**src/ex_alu_pkg.sv**
```systemverilog
////////////////////////////////////////////////////////////
// Operator encodings and data widths of the EX stage
// Import into the ALU, the multiplier and anything that
// builds or checks their requests
////////////////////////////////////////////////////////////

`default_nettype none

package ex_alu_pkg;

  // RV32 datapath width
  localparam int unsigned xlen = 32;

  // Encoded operator widths
  localparam int unsigned alu_op_w  = 4;
  localparam int unsigned mult_op_w = 2;

  // ALU operators with the comparisons in the upper half
  typedef enum logic [alu_op_w-1:0] {
    ALU_ADD  = 4'd0,
    ALU_SUB  = 4'd1,
    ALU_XOR  = 4'd2,
    ALU_OR   = 4'd3,
    ALU_AND  = 4'd4,
    ALU_SLL  = 4'd5,
    ALU_SRL  = 4'd6,
    ALU_SRA  = 4'd7,
    ALU_SLT  = 4'd8,
    ALU_SLTU = 4'd9,
    ALU_EQ   = 4'd10,
    ALU_NE   = 4'd11,
    ALU_LT   = 4'd12,
    ALU_GE   = 4'd13,
    ALU_LTU  = 4'd14,
    ALU_GEU  = 4'd15
  } alu_op_e;

  // Multiplier operators where only MUL is single cycle
  typedef enum logic [mult_op_w-1:0] {
    MULT_MUL    = 2'd0,
    MULT_MULH   = 2'd1,
    MULT_MULHSU = 2'd2,
    MULT_MULHU  = 2'd3
  } mult_op_e;

endpackage

`default_nettype wire
```
**src/ex_pipe_pkg.sv**
```systemverilog
////////////////////////////////////////////////////////////
// Request and write-port bundles passed between the ID,
// EX and WB stages
// Both register-file write ports share rf_wport_t
////////////////////////////////////////////////////////////

`default_nettype none

package ex_pipe_pkg;

  import ex_alu_pkg::*;

  // Register-file write address including the FP bank bit
  localparam int unsigned reg_addr_w = 6;

  // 68-bit ALU request from ID
  typedef struct packed {
    alu_op_e         op;
    logic [xlen-1:0] a;
    logic [xlen-1:0] b;
  } alu_req_t;

  // 66-bit multiplier request from ID
  typedef struct packed {
    mult_op_e        op;
    logic [xlen-1:0] a;
    logic [xlen-1:0] b;
  } mult_req_t;

  // One 39-bit register-file write port
  typedef struct packed {
    logic                  we;
    logic [reg_addr_w-1:0] waddr;
    logic [xlen-1:0]       wdata;
  } rf_wport_t;

endpackage

`default_nettype wire

```
**src/ex_stage.sv**
```systemverilog
////////////////////////////////////////////////////////////
// Integer EX stage top level
// Connects ALU, multiplier and writeback/stall logic
// between the ID stage, the LSU and the WB stage
////////////////////////////////////////////////////////////

`timescale 1ns/1ps
`default_nettype none

module ex_stage
  import ex_alu_pkg::*, ex_pipe_pkg::*;
(
  input  wire logic                  clk,
  input  wire logic                  rst_n,
  // ID stage requests
  input  wire logic                  alu_en_i,
  input  wire alu_req_t              alu_req_i,
  input  wire logic                  mult_en_i,
  input  wire mult_req_t             mult_req_i,
  // CSR
  input  wire logic                  csr_access_i,
  input  wire logic [xlen-1:0]       csr_rdata_i,
  // LSU
  input  wire logic                  lsu_en_i,
  input  wire logic                  lsu_ready_ex_i,
  input  wire logic                  lsu_err_i,
  input  wire logic [xlen-1:0]       lsu_rdata_i,
  // Write port controls
  input  wire logic                  regfile_alu_we_i,
  input  wire logic [reg_addr_w-1:0] regfile_alu_waddr_i,
  input  wire logic                  regfile_we_i,
  input  wire logic [reg_addr_w-1:0] regfile_waddr_i,
  // Flow control
  input  wire logic                  branch_in_ex_i,
  input  wire logic                  wb_ready_i,
  output rf_wport_t                  fwd_port_o,
  output rf_wport_t                  wb_port_o,
  output logic                       branch_decision_o,
  output logic                       ex_ready_o,
  output logic                       ex_valid_o,
  output logic                       mult_multicycle_o
);

  logic [xlen-1:0] alu_result;
  logic [xlen-1:0] mult_result;
  logic            mult_ready;

  // Comparator output is the branch decision
  ex_alu u_alu (
    .alu_req_i    (alu_req_i),
    .result_o     (alu_result),
    .cmp_result_o (branch_decision_o)
  );

  // Stalls through ex_ready_o on high-word ops
  ex_mult u_mult (
    .clk          (clk),
    .rst_n        (rst_n),
    .enable_i     (mult_en_i),
    .mult_req_i   (mult_req_i),
    .ex_ready_i   (ex_ready_o),
    .result_o     (mult_result),
    .ready_o      (mult_ready),
    .multicycle_o (mult_multicycle_o)
  );

  ex_writeback u_writeback (
    .clk                 (clk),
    .rst_n               (rst_n),
    .alu_en_i            (alu_en_i),
    .mult_en_i           (mult_en_i),
    .csr_access_i        (csr_access_i),
    .lsu_en_i            (lsu_en_i),
    .alu_result_i        (alu_result),
    .mult_result_i       (mult_result),
    .mult_ready_i        (mult_ready),
    .csr_rdata_i         (csr_rdata_i),
    .regfile_alu_we_i    (regfile_alu_we_i),
    .regfile_alu_waddr_i (regfile_alu_waddr_i),
    .regfile_we_i        (regfile_we_i),
    .regfile_waddr_i     (regfile_waddr_i),
    .lsu_ready_ex_i      (lsu_ready_ex_i),
    .lsu_err_i           (lsu_err_i),
    .lsu_rdata_i         (lsu_rdata_i),
    .branch_in_ex_i      (branch_in_ex_i),
    .wb_ready_i          (wb_ready_i),
    .fwd_port_o          (fwd_port_o),
    .wb_port_o           (wb_port_o),
    .ex_ready_o          (ex_ready_o),
    .ex_valid_o          (ex_valid_o)
  );

endmodule

`default_nettype wire

```
**src/ex_writeback.sv**
```systemverilog
////////////////////////////////////////////////////////////
// EX stage write ports and stall control
// Forwarding port picks CSR, multiplier or ALU data in the
// same cycle; the EX/WB register feeds the load/store port
// Ready goes to ID, valid goes to WB
////////////////////////////////////////////////////////////

`timescale 1ns/1ps
`default_nettype none

module ex_writeback
  import ex_alu_pkg::*, ex_pipe_pkg::*;
(
  input  wire logic                  clk,
  input  wire logic                  rst_n,
  // Unit enables
  input  wire logic                  alu_en_i,
  input  wire logic                  mult_en_i,
  input  wire logic                  csr_access_i,
  input  wire logic                  lsu_en_i,
  // Results
  input  wire logic [xlen-1:0]       alu_result_i,
  input  wire logic [xlen-1:0]       mult_result_i,
  input  wire logic                  mult_ready_i,
  input  wire logic [xlen-1:0]       csr_rdata_i,
  // Forwarding port controls
  input  wire logic                  regfile_alu_we_i,
  input  wire logic [reg_addr_w-1:0] regfile_alu_waddr_i,
  // WB port controls
  input  wire logic                  regfile_we_i,
  input  wire logic [reg_addr_w-1:0] regfile_waddr_i,
  // LSU
  input  wire logic                  lsu_ready_ex_i,
  input  wire logic                  lsu_err_i,
  input  wire logic [xlen-1:0]       lsu_rdata_i,
  // Flow control
  input  wire logic                  branch_in_ex_i,
  input  wire logic                  wb_ready_i,
  output rf_wport_t                  fwd_port_o,
  output rf_wport_t                  wb_port_o,
  output logic                       ex_ready_o,
  output logic                       ex_valid_o
);

  logic                  units_ready;
  logic                  lsu_we_q;
  logic [reg_addr_w-1:0] lsu_waddr_q;
  logic                  lsu_we_d;

  ////////////////////////////////////////////////////////////
  // Forwarding port
  ////////////////////////////////////////////////////////////
  always_comb begin
    fwd_port_o.waddr = regfile_alu_waddr_i;
    // No write while a high-word multiply is in flight
    fwd_port_o.we    = regfile_alu_we_i & mult_ready_i;
    // Later assignments win so CSR has top priority
    fwd_port_o.wdata = '0;
    if (alu_en_i) begin
      fwd_port_o.wdata = alu_result_i;
    end
    if (mult_en_i) begin
      fwd_port_o.wdata = mult_result_i;
    end
    if (csr_access_i) begin
      fwd_port_o.wdata = csr_rdata_i;
    end
  end

  ////////////////////////////////////////////////////////////
  // Stall control
  ////////////////////////////////////////////////////////////
  assign units_ready = mult_ready_i & lsu_ready_ex_i & wb_ready_i;

  // Branches resolve in EX, so they never wait on WB
  assign ex_ready_o = units_ready | branch_in_ex_i;
  // Valid is independent of ready
  assign ex_valid_o = (alu_en_i | mult_en_i | csr_access_i | lsu_en_i) & units_ready;

  ////////////////////////////////////////////////////////////
  // EX/WB register
  ////////////////////////////////////////////////////////////
  // Faulting loads never write back
  assign lsu_we_d = regfile_we_i & ~lsu_err_i;

  always_ff @(posedge clk or negedge rst_n) begin
    if (!rst_n) begin
      lsu_we_q <= 1'b0;
    end else if (ex_valid_o) begin
      lsu_we_q <= lsu_we_d;
    end else if (wb_ready_i) begin
      // Bubble flushes the old write
      lsu_we_q <= 1'b0;
    end
  end

  // Address only follows enabled writes
  always_ff @(posedge clk) begin
    if (ex_valid_o && lsu_we_d) begin
      lsu_waddr_q <= regfile_waddr_i;
    end
  end

  // Load data arrives straight from the LSU
  assign wb_port_o.we    = lsu_we_q;
  assign wb_port_o.waddr = lsu_waddr_q;
  assign wb_port_o.wdata = lsu_rdata_i;

  // Decoder issues to one result unit at a time
  a_single_unit : assert property (
    @(posedge clk) disable iff (!rst_n)
    $onehot0({alu_en_i, mult_en_i, csr_access_i})
  ) else $error("more than one EX unit enabled");

endmodule

`default_nettype wire

```
**src/ex_mult.sv**
```systemverilog
////////////////////////////////////////////////////////////
// Integer multiplier of the EX stage
// MUL returns the low word in the same cycle; MULH, MULHSU
// and MULHU register the full product and return the high
// word one cycle later, held until ex_ready_i
////////////////////////////////////////////////////////////

`timescale 1ns/1ps
`default_nettype none

module ex_mult
  import ex_alu_pkg::*, ex_pipe_pkg::*;
(
  input  wire logic       clk,
  input  wire logic       rst_n,
  input  wire logic       enable_i,
  input  wire mult_req_t  mult_req_i,
  input  wire logic       ex_ready_i,
  output logic [xlen-1:0] result_o,
  output logic            ready_o,
  output logic            multicycle_o
);

  // Idle computes MUL and launches high-word ops
  typedef enum logic {
    MULT_IDLE = 1'b0,
    MULT_DONE = 1'b1
  } mult_state_e;

  mult_state_e         state_q;
  mult_state_e         state_d;
  logic                a_signed;
  logic                b_signed;
  logic [xlen:0]       op_a_ext;
  logic [xlen:0]       op_b_ext;
  logic [2*xlen-1:0]   prod_full;
  logic [2*xlen-1:0]   prod_q;
  logic                start_high;

  ////////////////////////////////////////////////////////////
  // Operand extension and product
  ////////////////////////////////////////////////////////////
  // MULH signs both, MULHSU only a, MULHU neither
  assign a_signed = (mult_req_i.op == MULT_MULH) || (mult_req_i.op == MULT_MULHSU);
  assign b_signed = (mult_req_i.op == MULT_MULH);

  assign op_a_ext = {a_signed & mult_req_i.a[xlen-1], mult_req_i.a};
  assign op_b_ext = {b_signed & mult_req_i.b[xlen-1], mult_req_i.b};

  // Low 64 bits of the 33x33 signed product are exact in all modes
  assign prod_full = $signed(op_a_ext) * $signed(op_b_ext);

  // High-word op seen while idle
  assign start_high = (state_q == MULT_IDLE) && enable_i && (mult_req_i.op != MULT_MUL);

  // Full product latched at the start of a high-word op
  always_ff @(posedge clk) begin
    if (start_high) begin
      prod_q <= prod_full;
    end
  end

  ////////////////////////////////////////////////////////////
  // FSM
  ////////////////////////////////////////////////////////////
  always_comb begin
    state_d = state_q;
    case (state_q)
      MULT_IDLE: begin
        if (start_high) begin
          state_d = MULT_DONE;
        end
      end
      // Hold the high word under back-pressure
      MULT_DONE: begin
        if (ex_ready_i) begin
          state_d = MULT_IDLE;
        end
      end
      default: state_d = MULT_IDLE;
    endcase
  end

  always_ff @(posedge clk or negedge rst_n) begin
    if (!rst_n) begin
      state_q <= MULT_IDLE;
    end else begin
      state_q <= state_d;
    end
  end

  // Outputs
  assign result_o     = (state_q == MULT_DONE) ? prod_q[2*xlen-1:xlen] : prod_full[xlen-1:0];
  assign ready_o      = ~start_high;
  assign multicycle_o = (state_q == MULT_DONE);

  // ID must hold the request through the stall cycle
  a_mult_operands_stable : assert property (
    @(posedge clk) disable iff (!rst_n)
    (enable_i && !ready_o) |=> (enable_i && $stable(mult_req_i))
  ) else $error("multiplier request changed during high-word stall");

endmodule

`default_nettype wire

```
**src/ex_alu.sv**
```systemverilog
////////////////////////////////////////////////////////////
// Single-cycle integer ALU with branch comparator
// Purely combinational; result_o feeds the forwarding mux
// and cmp_result_o is the branch decision
////////////////////////////////////////////////////////////

`timescale 1ns/1ps
`default_nettype none

module ex_alu
  import ex_alu_pkg::*, ex_pipe_pkg::*;
(
  input  wire alu_req_t   alu_req_i,
  output logic [xlen-1:0] result_o,
  output logic            cmp_result_o
);

  localparam int unsigned shamt_w = $clog2(xlen);

  logic [xlen:0]        diff;
  logic [shamt_w-1:0]   shamt;
  logic                 eq;
  logic                 lt_u;
  logic                 lt_s;

  // Shared subtractor with the borrow in the top bit
  assign diff  = {1'b0, alu_req_i.a} - {1'b0, alu_req_i.b};
  assign shamt = alu_req_i.b[shamt_w-1:0];

  // Compare flags from the subtractor
  assign eq   = (diff[xlen-1:0] == '0);
  assign lt_u = diff[xlen];
  // With differing signs a is less when negative
  assign lt_s = (alu_req_i.a[xlen-1] ^ alu_req_i.b[xlen-1]) ?
                alu_req_i.a[xlen-1] : diff[xlen-1];

  ////////////////////////////////////////////////////////////
  // Branch comparator
  ////////////////////////////////////////////////////////////
  always_comb begin
    cmp_result_o = 1'b0;
    case (alu_req_i.op)
      ALU_EQ:  cmp_result_o = eq;
      ALU_NE:  cmp_result_o = ~eq;
      ALU_LT:  cmp_result_o = lt_s;
      ALU_GE:  cmp_result_o = ~lt_s;
      ALU_LTU: cmp_result_o = lt_u;
      ALU_GEU: cmp_result_o = ~lt_u;
      default: cmp_result_o = 1'b0;
    endcase
  end

  ////////////////////////////////////////////////////////////
  // Result mux
  ////////////////////////////////////////////////////////////
  always_comb begin
    result_o = '0;
    case (alu_req_i.op)
      ALU_ADD:  result_o = alu_req_i.a + alu_req_i.b;
      ALU_SUB:  result_o = diff[xlen-1:0];
      ALU_XOR:  result_o = alu_req_i.a ^ alu_req_i.b;
      ALU_OR:   result_o = alu_req_i.a | alu_req_i.b;
      ALU_AND:  result_o = alu_req_i.a & alu_req_i.b;
      // Shifts use the low five bits of b only
      ALU_SLL:  result_o = alu_req_i.a << shamt;
      ALU_SRL:  result_o = alu_req_i.a >> shamt;
      ALU_SRA:  result_o = $signed(alu_req_i.a) >>> shamt;
      ALU_SLT:  result_o = {{(xlen-1){1'b0}}, lt_s};
      ALU_SLTU: result_o = {{(xlen-1){1'b0}}, lt_u};
      // Comparisons return the flag zero-extended
      ALU_EQ, ALU_NE, ALU_LT, ALU_GE, ALU_LTU, ALU_GEU: begin
        result_o = {{(xlen-1){1'b0}}, cmp_result_o};
      end
      default:  result_o = '0;
    endcase
  end

endmodule

`default_nettype wire

```
**config.mk**
```make
export PLATFORM = sky130hd
export DESIGN_NAME = ex_stage
export DESIGN_NICKNAME = d
export VERILOG_FILES = /design/src/ex_alu_pkg.sv /design/src/ex_pipe_pkg.sv /design/src/ex_stage.sv /design/src/ex_writeback.sv /design/src/ex_mult.sv /design/src/ex_alu.sv
export SDC_FILE = /design/constraint.sdc
export NUM_CORES = 2
export LEC_CHECK = 0
export BUFFER_PORTS_ARGS = -buffer_cell sky130_fd_sc_hd__buf_4
export CORE_MARGIN = 2
export CORE_UTILIZATION = 48
export DETAILED_ROUTE_END_ITERATION = 7
export GPL_TIMING_DRIVEN = 1
export PLACE_DENSITY_LB_ADDON = 0.1
export SYNTH_ARGS = -nofsm -noshare
export SYNTH_HDL_FRONTEND = slang
export SYNTH_HIERARCHICAL = 1
export SYNTH_SLANG_ARGS = --single-unit
```
**constraint.sdc**
```tcl
create_clock -name clk -period 29.3 [get_ports clk]
set_clock_uncertainty 0.1 [all_clocks]
set_input_delay 8.79 -clock clk [delete_from_list [all_inputs] [get_ports clk]]
set_output_delay 8.79 -clock clk [all_outputs]
set_load 0.005 [all_outputs]
```
==> impl_metrics.toml <==
[yosys]
synth_top_cell_area_share_pct = 45.4
ys_seq_area_share_pct = 2.40
synth_edf_count = 38
yosysTopAreaCell = "fa_1"
synthCells = 5912
synthTopCellsByArea = "fa_1 45%, inv_1 9.7%, ha_1 7.8%, nand2_1 7.4%, and2_1 3.4%"
syn_area_per_cell_sq_um = 8.41
synth_area_sq_um = 49700
ys_ff_latch = 40
async_reset_ff_share_pct = 5.00
ys_types = 98
synthFlopType = "edfxtp_1"
syn_nets = 7573
yosys_warnings = 6

[timing]
finalSetupViolations = 0
final_hold_viol_count = 0
finalMaxSlewViolations = 0
worst_pin_slew_ns = 1.13
fin_crit_ns = 25.71
timing.setup.tns_ns = 0
timing.fmax_mhz = 38.9
fin_crit_sh_pct = 87.7
slew_headroom_pct = 24.1
rsz0062_at_grt = "no"

[outcome]
status = "completed"

[worst_setup_path]
critPathLaunchType = "input port"
path_max_fanout = 33
cp.depth = 28
r2r_setup_slack_ns = 26.29
cp_slowest_cell = "a211oi_1"
path_class = "input port to output port"
worst-path-buf-inv = 7
path_delay_family = "adder cells"
path_common_cell = "fa_1"
critPathMaxStageDelay_ns = 0.64
cp_data_arrival_time_ns = 16.82
worstPathRequired_ns = 20.41
ff2ff_path_depth = 4
end_kind = "output port"

[floorplan]
die_width_microns = 326
initial_utilization_pct = 48.2
row_count = 118
io_pins = 304
die_area_sq_um = 106000
coreArea_sq_um = 103000
die_height_microns = 326

[placed_design]
gp_congestion = 1.01
dp.final_hpwl_microns = 134000
numPortBuffers = 227

[global_route]
grt_pass1_vias = 42600
grt_antenna_before_repair = 11
grt_pass1_wl_microns = 258000
use_met1_pct = 44.0
gr-usage-all-layers_pct = 31.6
met3_usage_pct = 3.60
grt-ovfl-total = 0
grt_max_degree = 70
grt_use_met2_pct = 52.0
grt-busiest-layer = "met2"

[routing]
ant_nets = 0
drtPass1Iterations = 6
num_vias = 40600
wirelength_microns = 166000
via_per_inst = 5.66
drc_errors = 0
drt-wirelength-per-cell_microns = 23.2
drtIter0Drc = 2964

[clocking]
clk_pin_slew_ns = 0.06
postCtsSetupRepairBufs = 0
clock_latency_ns = 0.29
cts_resized = 0
cts.sinks = 40
cts_hold_buf = 0
root_buffer = "clkbuf_16"
htreeDepth = 2
cts_tree = "yes"
cts_buffers = 5
cts_buffer_depth = 2

[flow_run]
drv_cap = 0

[finish]
layout_common_cells = "1279 x inv_1, 1128 x fa_1, 977 x nand2_1, 311 x ha_1, 273 x and2_1"
final_net_count = 7445
fillCellCount = 10200
final_common_cell = "inv_1"
multi_input_area_sq_um = 42100
area.sequential_sq_um = 1190
drive_above_1_share_pct = 6.12
area_growth_syn_to_layout_pct = 4.34

[hold_path]
hold_depth = 2
hold_path.class = "flop to flop"
[cells by family after synthesis]
kind of cell    after synthesis  share of synthesized area [%]
fa+ha+maj                  1439                           53.2
xor+xnor                    107                           1.88
mux                          98                           2.78
simple gates               1793                           16.6
flops                        40                           2.40
compound gates              763                           10.1
buf+inv                    1672                           13.0
[synthesized netlist by cell type (all sizes together), types with 51 or more instances]
cell type,instances
inv,1284
fa,1128
nand2,977
ha,311
clkbuf,301
and2,273
nor2,216
a21oi,199
o21ai,181
buf,86
xnor2,81
mux2i,55
nor2b,55
a31oi,51
[routing by layer]
layer / vias to the layer above / routed length, microns
met3: 281 / 10500
met2: 1515 / 79100
met5: - / 37
li1: 17800 / -
met4: 6 / 5490
met1: 21000 / 71300
[cell type report]
cell class / count / area share, %
tap: 1380 / 3.33
inverter: 1285 / 9.30
timing repair buffer: 252 / 3.65
clock buffer: 5 / 0.241
multi-input combinational: 4200 / 81.1
antenna: 1 / 0.00482
sequential: 40 / 2.30
clock inverter: 3 / 0.0916
[registers in the layout, indices dropped and copies added (netlist names)]
signal,cells
u_mult/prod_q,32
u_writeback/lsu_we_q,1
u_writeback/lsu_waddr_q,6
u_mult/multicycle_o,1
[worst reg2reg max path, stage by stage (launching register included)]
cell and delay, ns:
dfrtp_2 1.03, inv_1 0.37, nand3_1 0.24, nand3_1 0.16
nor3_1 0.74
[final timing paths]
check / startpoint / end
max: mult_req_i[6] / fwd_port_o[26]
min: u_writeback/lsu_we_q / u_writeback/lsu_we_q
max reg2reg: u_mult/multicycle_o / u_writeback/lsu_waddr_q[4]
min reg2reg: u_writeback/lsu_we_q / u_writeback/lsu_we_q
max in group asynchronous: rst_n / u_mult/multicycle_o
min in group asynchronous: rst_n / u_writeback/lsu_we_q
[through the flow]
step | util (%) | area, sq um | instances | worst slack [ns] | hold WS [ns]
floorplan | - | 49700 | 5912 | 4.98 | 0.400
global placement | 50.1 | 51700 | 7157 | 3.80 | 0.443
detailed placement | 50.1 | 51700 | 7157 | 3.77 | 0.457
CTS | 50.3 | 51900 | 7165 | 3.77 | 0.465
global route | 50.3 | 51900 | 7165 | 3.38 | 0.514
finish | 50.3 | 51900 | 7166 | 3.59 | 0.456
Power is left out: the tool's default activity adds up to more than one toggle a clock period on the data nets, which glitch-free logic cannot reach.
